===== src/verilog/pool_cfg_pkg.sv =====
/* software register map, control and status bit positions,
   and the width of one memory read answer */
`default_nettype none

package pool_cfg_pkg;

	localparam int APB_ADDR_WIDTH = 8; // byte offsets into the register block

	// register offsets
	localparam logic [APB_ADDR_WIDTH-1:0] REG_CTRL   = 8'h00; // go bit, reads back 0
	localparam logic [APB_ADDR_WIDTH-1:0] REG_STATUS = 8'h04; // busy and done flags
	localparam logic [APB_ADDR_WIDTH-1:0] REG_SRC    = 8'h08; // picture base address
	localparam logic [APB_ADDR_WIDTH-1:0] REG_DST    = 8'h0C; // result base address

	// CTRL bits
	localparam int CTRL_GO = 0; // write 1 to start a run

	// STATUS bits
	localparam int STAT_BUSY = 0; // run in progress
	localparam int STAT_DONE = 1; // last run finished

	// pixels returned by one read
	localparam int LINE_BYTES = 8;

endpackage

`default_nettype wire


===== src/verilog/pool_mem_pkg.sv =====
/* packed structs for the memory read and write channels
   and for one window result */
`default_nettype none

package pool_mem_pkg;

	localparam int MEM_ADDR_WIDTH = 19; // byte address

	typedef logic [7:0] pixel_t; // unsigned 8-bit pixel

	// read request, held until the answer
	typedef struct packed {
		logic                      valid;
		logic [MEM_ADDR_WIDTH-1:0] addr; // address of the first pixel
	} rd_req_t;

	// read answer, one-cycle pulse
	typedef struct packed {
		logic                                  valid;
		pixel_t [pool_cfg_pkg::LINE_BYTES-1:0] data; // data[0] at the requested address
	} rd_rsp_t;

	// write request, held until the ack
	typedef struct packed {
		logic                      valid;
		logic [MEM_ADDR_WIDTH-1:0] addr;   // word address, multiple of 4
		logic [31:0]               data;   // result m in byte m
		logic [2:0]                nbytes; // 1 to 4 valid bytes
	} wr_req_t;

	// max of one window
	typedef struct packed {
		logic   valid;
		pixel_t pmax; // window maximum
		logic   last; // final window of the picture
	} win_result_t;

endpackage

`default_nettype wire


===== src/verilog/pool_apb_regs.sv =====
/* APB register block: source and destination addresses, go pulse, busy and done */
`default_nettype none

module pool_apb_regs (
	input  logic                                    clk,
	input  logic                                    rst_n,
	input  logic [pool_cfg_pkg::APB_ADDR_WIDTH-1:0] paddr,
	input  logic                                    psel,
	input  logic                                    penable,
	input  logic                                    pwrite,
	input  logic [31:0]                             pwdata,
	output logic [31:0]                             prdata,
	output logic                                    pready,
	input  logic                                    run_done,  // ack of the final word
	output logic                                    start,     // one-cycle run start
	output logic [pool_mem_pkg::MEM_ADDR_WIDTH-1:0] src_addr,
	output logic [pool_mem_pkg::MEM_ADDR_WIDTH-1:0] dst_addr
);

	logic busy;  // run in progress
	logic done;  // set by run_done, cleared by start
	logic wr_en; // write in ACCESS phase
	logic go;    // accepted go write

	assign pready = 1'b1; // no wait states
	assign wr_en  = psel & penable & pwrite;
	assign go     = wr_en && (paddr == pool_cfg_pkg::REG_CTRL)
		&& pwdata[pool_cfg_pkg::CTRL_GO] && !busy; // ignored while busy

	always_ff @(posedge clk or negedge rst_n)
	begin
		if (!rst_n)
		begin
			start    <= 1'b0;
			busy     <= 1'b0;
			done     <= 1'b0;
			src_addr <= '0;
			dst_addr <= '0;
		end
		else
		begin
			start <= go; // pulse in the cycle after the write
			if (go)
			begin
				busy <= 1'b1; // visible together with start
				done <= 1'b0;
			end
			else if (run_done)
			begin
				busy <= 1'b0;
				done <= 1'b1;
			end
			if (wr_en && !busy && paddr == pool_cfg_pkg::REG_SRC)
				src_addr <= pwdata[pool_mem_pkg::MEM_ADDR_WIDTH-1:0]; // locked during a run
			if (wr_en && !busy && paddr == pool_cfg_pkg::REG_DST)
				dst_addr <= pwdata[pool_mem_pkg::MEM_ADDR_WIDTH-1:0];
		end
	end

	// read mux, unmapped offsets read 0
	always_comb
	begin
		prdata = '0;
		case (paddr)
			pool_cfg_pkg::REG_STATUS:
			begin
				prdata[pool_cfg_pkg::STAT_BUSY] = busy;
				prdata[pool_cfg_pkg::STAT_DONE] = done;
			end
			pool_cfg_pkg::REG_SRC: prdata[pool_mem_pkg::MEM_ADDR_WIDTH-1:0] = src_addr;
			pool_cfg_pkg::REG_DST: prdata[pool_mem_pkg::MEM_ADDR_WIDTH-1:0] = dst_addr;
			default: prdata = '0; // CTRL go bit reads back 0
		endcase
	end

endmodule

`default_nettype wire


===== src/verilog/pool_window_walker.sv =====
/* window walker: steps the windows in row-major order,
   issues one line read at a time and forwards each answer with its flags */
`default_nettype none

module pool_window_walker #(
	parameter int PIC_ROWS = 8,
	parameter int PIC_COLS = 8,
	parameter int WIN      = 2
) (
	input  logic                                    clk,
	input  logic                                    rst_n,
	input  logic                                    start,
	input  logic [pool_mem_pkg::MEM_ADDR_WIDTH-1:0] src_addr,
	output pool_mem_pkg::rd_req_t                   rd_req,
	input  pool_mem_pkg::rd_rsp_t                   rd_rsp,
	input  logic                                    line_ready, // max unit can take a line
	output logic                                    line_valid,
	output pool_mem_pkg::pixel_t [pool_cfg_pkg::LINE_BYTES-1:0] line_data,
	output logic                                    line_first,
	output logic                                    line_last_in_win,
	output logic                                    line_last_in_pic
);

	localparam int AW   = pool_mem_pkg::MEM_ADDR_WIDTH;
	localparam int IMAX = PIC_ROWS - WIN; // last window row
	localparam int JMAX = PIC_COLS - WIN; // last window column
	localparam int I_W  = $clog2(PIC_ROWS);
	localparam int J_W  = $clog2(PIC_COLS);
	localparam int K_W  = $clog2(WIN);

	typedef enum logic [1:0] {
		S_IDLE,
		S_ISSUE, // wait for line_ready
		S_WAIT,  // read outstanding
		S_ADV    // step counters and address
	} state_t;

	state_t         state;
	logic [K_W-1:0] k_cnt;     // line within the window
	logic [J_W-1:0] j_cnt;     // window column
	logic [I_W-1:0] i_cnt;     // window row
	logic [AW-1:0]  win_base;  // address of the window's top-left pixel
	logic [AW-1:0]  line_addr; // address of the next line read

	// flags follow the counters of the outstanding read
	assign line_first       = (k_cnt == '0);
	assign line_last_in_win = (k_cnt == K_W'(WIN - 1));
	assign line_last_in_pic = line_last_in_win && (i_cnt == I_W'(IMAX)) && (j_cnt == J_W'(JMAX));
	assign line_valid       = (state == S_WAIT) && rd_rsp.valid; // answer forwarded same cycle
	assign line_data        = rd_rsp.data;

	always_ff @(posedge clk or negedge rst_n)
	begin
		if (!rst_n)
		begin
			state     <= S_IDLE;
			rd_req    <= '0;
			k_cnt     <= '0;
			j_cnt     <= '0;
			i_cnt     <= '0;
			win_base  <= '0;
			line_addr <= '0;
		end
		else
		begin
			case (state)
				S_IDLE:
				begin
					if (start)
					begin
						k_cnt     <= '0;
						j_cnt     <= '0;
						i_cnt     <= '0;
						win_base  <= src_addr;
						line_addr <= src_addr;
						rd_req    <= '{valid: 1'b1, addr: src_addr}; // first read without ISSUE
						state     <= S_WAIT;
					end
				end
				S_ISSUE:
				begin
					if (line_ready)
					begin
						rd_req <= '{valid: 1'b1, addr: line_addr};
						state  <= S_WAIT;
					end
				end
				S_WAIT:
				begin
					if (rd_rsp.valid)
					begin
						rd_req.valid <= 1'b0; // answer ends the transfer
						state        <= line_last_in_pic ? S_IDLE : S_ADV;
					end
				end
				S_ADV:
				begin
					if (!line_last_in_win)
					begin
						k_cnt     <= k_cnt + 1'b1;
						line_addr <= line_addr + AW'(PIC_COLS); // next picture row
					end
					else if (j_cnt != J_W'(JMAX))
					begin
						k_cnt     <= '0;
						j_cnt     <= j_cnt + 1'b1;
						win_base  <= win_base + 1'b1; // one column right
						line_addr <= win_base + 1'b1;
					end
					else
					begin
						k_cnt     <= '0;
						j_cnt     <= '0;
						i_cnt     <= i_cnt + 1'b1;
						win_base  <= win_base + AW'(WIN); // wrap to next window row
						line_addr <= win_base + AW'(WIN);
					end
					state <= S_ISSUE;
				end
				default: state <= S_IDLE;
			endcase
		end
	end

endmodule

`default_nettype wire


===== src/verilog/pool_max_unit.sv =====
/* max unit: line maximum over WIN pixels, running maximum over WIN lines,
   result register held until the packer takes it */
`default_nettype none

module pool_max_unit #(
	parameter int WIN = 2
) (
	input  logic                      clk,
	input  logic                      rst_n,
	input  logic                      line_valid,
	input  pool_mem_pkg::pixel_t [pool_cfg_pkg::LINE_BYTES-1:0] line_data,
	input  logic                      line_first,
	input  logic                      line_last_in_win,
	input  logic                      line_last_in_pic,
	output logic                      line_ready,
	output pool_mem_pkg::win_result_t win_result,
	input  logic                      ready // packer takes the result
);

	pool_mem_pkg::pixel_t line_max; // max of the first WIN bytes
	pool_mem_pkg::pixel_t acc;      // running max including this line
	pool_mem_pkg::pixel_t run_max;  // max of earlier lines of the window
	pool_mem_pkg::pixel_t res_max;
	logic                 res_valid;
	logic                 res_last;

	always_comb
	begin
		line_max = line_data[0];
		for (int b = 1; b < WIN; b++)
			if (line_data[b] > line_max)
				line_max = line_data[b];
	end

	assign acc        = (line_first || line_max > run_max) ? line_max : run_max; // restart on first line
	assign line_ready = !(res_valid && !ready); // stall while a result waits
	assign win_result = '{valid: res_valid, pmax: res_max, last: res_last};

	always_ff @(posedge clk)
	begin
		if (line_valid)
			run_max <= acc;
		if (line_valid && line_last_in_win)
		begin
			res_max  <= acc;
			res_last <= line_last_in_pic; // marks the end of the run
		end
	end

	always_ff @(posedge clk or negedge rst_n)
	begin
		if (!rst_n)
			res_valid <= 1'b0;
		else if (line_valid && line_last_in_win)
			res_valid <= 1'b1; // previous result already gone
		else if (ready)
			res_valid <= 1'b0;
	end

endmodule

`default_nettype wire


===== src/verilog/pool_result_packer.sv =====
/* result packer: four results per write word, early flush on the last result,
   run_done on the ack of the final word */
`default_nettype none

module pool_result_packer (
	input  logic                                    clk,
	input  logic                                    rst_n,
	input  logic                                    start,
	input  logic [pool_mem_pkg::MEM_ADDR_WIDTH-1:0] dst_addr,
	input  pool_mem_pkg::win_result_t               win_result,
	output logic                                    ready,
	output pool_mem_pkg::wr_req_t                   wr_req,
	input  logic                                    wr_ack,
	output logic                                    run_done
);

	pool_mem_pkg::pixel_t [3:0]                  acc_data; // unused bytes stay 0
	logic [2:0]                                  acc_cnt;  // results collected
	logic                                        acc_last; // holds the final result
	logic [pool_mem_pkg::MEM_ADDR_WIDTH-3:0]     widx;     // output word index
	logic                                        wr_last;  // word in flight is the final one
	logic                                        flush_req;
	logic                                        slot_free;
	logic                                        flush;
	logic                                        take;

	assign flush_req = (acc_cnt == 3'd4) || acc_last;
	assign slot_free = !wr_req.valid || wr_ack;
	assign flush     = flush_req && slot_free;
	assign ready     = !flush_req || slot_free; // full buffer and busy write stall
	assign take      = win_result.valid && ready;
	assign run_done  = wr_req.valid && wr_ack && wr_last;

	always_ff @(posedge clk or negedge rst_n)
	begin
		if (!rst_n)
		begin
			acc_data <= '0;
			acc_cnt  <= '0;
			acc_last <= 1'b0;
			widx     <= '0;
			wr_req   <= '0;
			wr_last  <= 1'b0;
		end
		else
		begin
			if (wr_ack)
				wr_req.valid <= 1'b0;
			if (start)
			begin
				acc_data <= '0;
				acc_cnt  <= '0;
				acc_last <= 1'b0;
				widx     <= '0;
			end
			else
			begin
				if (flush)
				begin
					wr_req  <= '{valid: 1'b1, addr: dst_addr + {widx, 2'b00},
						data: acc_data, nbytes: acc_cnt};
					wr_last  <= acc_last;
					widx     <= widx + 1'b1;
					acc_data <= '0;
					acc_cnt  <= '0;
					acc_last <= 1'b0;
				end
				if (take)
				begin
					if (flush)
					begin
						acc_data <= {24'd0, win_result.pmax}; // first byte of a fresh word
						acc_cnt  <= 3'd1;
					end
					else
					begin
						acc_data[acc_cnt[1:0]] <= win_result.pmax; // result m in byte m
						acc_cnt                <= acc_cnt + 1'b1;
					end
					acc_last <= win_result.last;
				end
			end
		end
	end

endmodule

`default_nettype wire


===== src/verilog/pool_top.sv =====
/* max-pooling engine top: APB registers, window walker, max unit, result packer */
`default_nettype none

module pool_top #(
	parameter int PIC_ROWS = 8,
	parameter int PIC_COLS = 8,
	parameter int WIN      = 2 // 2 to LINE_BYTES
) (
	input  logic                                    clk,
	input  logic                                    rst_n,
	input  logic [pool_cfg_pkg::APB_ADDR_WIDTH-1:0] paddr,
	input  logic                                    psel,
	input  logic                                    penable,
	input  logic                                    pwrite,
	input  logic [31:0]                             pwdata,
	output logic [31:0]                             prdata,
	output logic                                    pready,
	output pool_mem_pkg::rd_req_t                   rd_req,
	input  pool_mem_pkg::rd_rsp_t                   rd_rsp,
	output pool_mem_pkg::wr_req_t                   wr_req,
	input  logic                                    wr_ack
);

	logic                                           start;
	logic                                           run_done;
	logic [pool_mem_pkg::MEM_ADDR_WIDTH-1:0]        src_addr;
	logic [pool_mem_pkg::MEM_ADDR_WIDTH-1:0]        dst_addr;
	logic                                           line_valid;
	pool_mem_pkg::pixel_t [pool_cfg_pkg::LINE_BYTES-1:0] line_data;
	logic                                           line_first;
	logic                                           line_last_in_win;
	logic                                           line_last_in_pic;
	logic                                           line_ready;
	pool_mem_pkg::win_result_t                      win_result;
	logic                                           res_ready; // packer back-pressure

	pool_apb_regs u_regs (
		.clk(clk), .rst_n(rst_n), .paddr(paddr), .psel(psel), .penable(penable),
		.pwrite(pwrite), .pwdata(pwdata), .prdata(prdata), .pready(pready),
		.run_done(run_done), .start(start), .src_addr(src_addr), .dst_addr(dst_addr)
	);

	pool_window_walker #(.PIC_ROWS(PIC_ROWS), .PIC_COLS(PIC_COLS), .WIN(WIN)) u_walker (
		.clk(clk), .rst_n(rst_n), .start(start), .src_addr(src_addr),
		.rd_req(rd_req), .rd_rsp(rd_rsp), .line_ready(line_ready),
		.line_valid(line_valid), .line_data(line_data), .line_first(line_first),
		.line_last_in_win(line_last_in_win), .line_last_in_pic(line_last_in_pic)
	);

	pool_max_unit #(.WIN(WIN)) u_max (
		.clk(clk), .rst_n(rst_n), .line_valid(line_valid), .line_data(line_data),
		.line_first(line_first), .line_last_in_win(line_last_in_win),
		.line_last_in_pic(line_last_in_pic), .line_ready(line_ready),
		.win_result(win_result), .ready(res_ready)
	);

	pool_result_packer u_packer (
		.clk(clk), .rst_n(rst_n), .start(start), .dst_addr(dst_addr),
		.win_result(win_result), .ready(res_ready), .wr_req(wr_req),
		.wr_ack(wr_ack), .run_done(run_done)
	);

endmodule

`default_nettype wire


===== config.mk =====
export PLATFORM = sky130hd
export DESIGN_NAME = pool_top
export DESIGN_NICKNAME = d
export VERILOG_FILES = /design/src/verilog/pool_cfg_pkg.sv /design/src/verilog/pool_mem_pkg.sv /design/src/verilog/pool_apb_regs.sv /design/src/verilog/pool_window_walker.sv /design/src/verilog/pool_max_unit.sv /design/src/verilog/pool_result_packer.sv /design/src/verilog/pool_top.sv
export SDC_FILE = /design/constraint.sdc
export NUM_CORES = 1
export LEC_CHECK = 0
export BUFFER_PORTS_ARGS = -buffer_cell sky130_fd_sc_hd__buf_2
export CAP_MARGIN = 40
export CORE_MARGIN = 5
export CORE_UTILIZATION = 45
export CTS_CLUSTER_SIZE = 16
export DETAILED_ROUTE_END_ITERATION = 16
export PLACE_DENSITY_LB_ADDON = 0.05
export SETUP_SLACK_MARGIN = 0.1
export SYNTH_ARGS = -nofsm -noshare
export SYNTH_HDL_FRONTEND = slang
export SYNTH_SLANG_ARGS = --single-unit

===== constraint.sdc =====
create_clock -name clk -period 2.38 [get_ports clk]
set_clock_uncertainty 0.15 [all_clocks]
set_input_delay 0.119 -clock clk [delete_from_list [all_inputs] [get_ports clk]]
set_output_delay 0.119 -clock clk [all_outputs]
set_load 0.03 [all_outputs]

==> impl_results.md <==
- DR WL/cell: 17.9 um
- CTS tree: yes
- Hold_sp: rd_rsp[5]
- Slew margin rel.: a little over half
- Clock Latency Late Sink: 0.52 ns
- Ports: 219
- CTS Buffer Depth: 3
- Worst R2R Start: u_regs.dst_addr[2]$_DFFE_PN0P_
- Clock Root Buffer: clkbuf_16
- RSZ-0062 raised after global routing: yes
- Die W: between 150 and 200 um
- Setup crit end kind: register
- H-tree Lvls: 1
- Core area: 0.0268 mm^2
- Req. time, crit path: around 2.5 ns
- Max cap viols: 0
- Fin crit period: ~2.6 ns
- Leak pwr: about 0.0077 uW
- Site row count: 60
- FF-to-FF setup slack: 0.04 ns
- VDD IR max: just over 0.6 mV
- Critical path's top delay family: compound AO/OA/AOI/OAI gates
- Failing checks: negative setup slack
- First-pass GRT wire length: about 55 mm
- DP Cell Count: 1784
- Final Wtd Congestion: 0.828
- Clock Sinks: 235
- Via count: around 10000
- Pin slew with the least headroom to its limit: between 0.7 and 0.8 ns
- DRT iter0 DRCs: between 600 and 700
- Initial antenna violation count: 0
- Number of synthesized flops with an enable pin: 17
- Clock Pin Slew Worst Setup and Hold Paths: approximately 0.06 ns
- Placed inst area: 0.0141 mm^2
- Post-synthesis sequential area ratio: 48.9%
- Vias in the first global route: between 10000 and 15000
- Max Transition Viols Final: 0
- Area of all placed cells without fillers: 0.0157 mm^2
- Pin count of the biggest net entering global routing: between 60 and 70
- GRT overflow: 0
- Setup crit start: rd_rsp[1]
- Buf/Inv on CP: 3
- Final Hold Viols: 0
- Filler cell count in the final layout: ~2300
- Crit-path cells: buf_12 -> inv_12 -> ha_4 -> nor2b_4 -> o211ai_1 -> a21oi_2 -> o22ai_2 -> buf_4 -> mux2_4 -> ha_4 -> nor2b_1 -> o211ai_1 -> a21oi_1 -> o22ai_1 -> nand2_2 -> mux2_4
- Hold WS: between 0.01 and 0.015 ns
- HP Class: in2reg
- Most common cell after layout, fill and taps aside: nand2_1
- Syn Std Cell Area: around 0.012 mm^2
- Setup CP Type: in2reg
- IO buf count: between 100 and 150
- Unique masters post-synth: slightly above 70
- CP peak stage delay: between 0.3 and 0.4 ns
- Most frequent cells in the layout: nand2_1, dfrtp_1, buf_2
- DRC: 0
- Final setup fails: 16
- Die ar.: between 0.03 and 0.04 mm^2
- Asr flop ratio synth: between 90% and 100%
- Final Non-Filler Cells: between 1500 and 2000
- Ratio of cells with drive above 1 in the final layout: 29.0%
- CP arrival: about 2.8 ns
- Total global-route track usage: a little over a fifth
- Antenna Nets Post-Route: 0
- Mapped Cells: approximately 1200
- Synth Flop Type: dfrtp_1
- Startpoint types: input port
- Register bit count reported by yosys: approximately 240
- Final wirelength: 33.6 mm
- Number of synthesis warnings: 0
- Pre-Repair DR Iteration Count: 5
- Post-DP HPWL: around 24 mm
- Die span in y: roughly 170 um
- Area Growth Syn to Fin: 29.1%
- PD cells: 1020 mW/mm^2
- Initial cell density of the core: a little under half
- NumNets Final: ~1700
- CP max-delay cell: mux2_4
- Antenna cells: 0
- Syn avg cell area: 9.79 um^2
- Fmax: around 0.38 GHz
- Final Cycle Share: 111%
- Setup slack after layout: -0.259 ns
- Vias per cell: 5.39
- Status: complete, but fails checks
- TritonCTS buffer count: 26
- Crit path max fanout: 8
[cell families after synthesis]
family / synth area share (%)
and+or+nand+nor: 16.6
AOI/OAI and AO/OA: 14.9
DFF: 48.9
buffers and inverters: 4.05
muxes: 7.64
xor gates and xnor gates: 3.38
adders and majority gates: 4.47
other: 0.0616
[timing repair]
| action | in CTS | in global routing |
|---|---|---|
| setup endpoints to repair | 22 | 86 |
| setup buffers | 6 | 8 |
| endpoints found under the hold margin | 268 | 0 |
| resized for setup | 29 | 54 |
| hold buffers | 29 | 0 |
| pin swaps | 14 | 34 |
| cloned | 0 | 0 |
[cell type report]
| class | count | area [um^2] | area share (%) |
|---|---|---|---|
| Clock inverter | 11 | 155 | 0.985 |
| Multi-Input combinational cell | 917 | 6150 | 39.1 |
| Tap cell | 341 | 427 | 2.71 |
| Inverter | 32 | 135 | 0.858 |
| Clock buffer | 37 | 783 | 4.97 |
| Sequential cell | 235 | 5970 | 37.9 |
| Timing Repair Buffer | 301 | 2120 | 13.5 |
[sequential cells by signal, indices dropped and copies added (netlist names), 8 cells and up]
signal,count
u_max.res_max,8
u_max.run_max,8
u_packer.acc_data,32
u_packer.widx,17
u_packer.wr_req,55
u_regs.dst_addr,19
u_regs.src_addr,19
u_walker.line_addr,19
u_walker.rd_req,20
u_walker.win_base,19
[synth_stat cells (4+ instances only)]
cell      number  area share (%)
a211o_1        4            0.29
a211oi_1       7            0.43
a21o_1         9            0.55
a21oi_1       82             3.4
a221oi_1       6            0.43
a22o_1        17             1.2
a22oi_1       13            0.80
a31oi_1       10            0.51
and3_1        16            0.82
and4_1         5            0.36
buf_2          8            0.33
buf_4         15            0.92
clkbuf_1      47             1.4
dfrtp_1      218              45
edfxtp_1      17             4.2
ha_1          42             4.3
inv_1         31            0.95
mux2_2        33             3.0
mux2_4        19             2.3
mux2i_1       25             2.1
nand2_1      222             6.8
nand3_1       48             2.0
nand4_1        9            0.46
nor2_1        82             2.5
nor2b_1       10            0.51
nor3_1        19            0.78
nor4_1         5            0.26
o211ai_1       6            0.37
o21a_1        14            0.86
o21ai_0       88             3.6
o22a_1         6            0.43
o22ai_1        6            0.31
or3_1          6            0.31
xnor2_1       23             1.7
xor2_1        24             1.7
[tightest hold or removal path, cell delays in order]
cell and delay (ns):
buf_2 0.09, buf_4 0.09, mux2_4 0.14, mux2_4 0.14
[power by group]
group          internal [uW]  switching (uW)  total (uW)
combinational           2130            3500        5640
clock                   2710            1660        4370
sequential              5230             895        6130
[through the flow]
stage	TNS (ns)	util, %	power [uW]	worst slack [ns]
finish	-4.04	58.7	16100	-0.259
global route	-5.85	58.7	17200	-0.367
CTS	-3.83	57.7	16200	-0.245
detailed placement	-14.54	52.4	11700	-0.904
global placement	-13.88	52.4	11600	-0.863
floorplan	-9.32	-	9650	-0.605
[final timing paths]
path | end | depth (start not counted)
setup / recovery | u_max.run_max[4]$_DFFE_PP_ | 16
setup reg to reg | u_packer.wr_req[47]$_DFFE_PN0P_ | 10
hold reg to reg | u_packer.wr_req[21]$_DFFE_PN0P_ | 2
min in group asynchronous | u_regs.src_addr[2]$_DFFE_PN0P_ | 3
hold / removal | u_max.res_max[5]$_DFFE_PP_ | 4
max in group asynchronous | u_packer.acc_data[18]$_DFF_PN0_ | 4
[per-layer routing]
layer	global-route usage, %	share of wire [%]	up-vias
met2	36.1	47	234
met1	30.6	46	4896
li1	-	-	4921
met3	2.62	3.7	54
met5	0	0	-
met4	5.37	2.5	0
(Power assumes the default switching activity.)
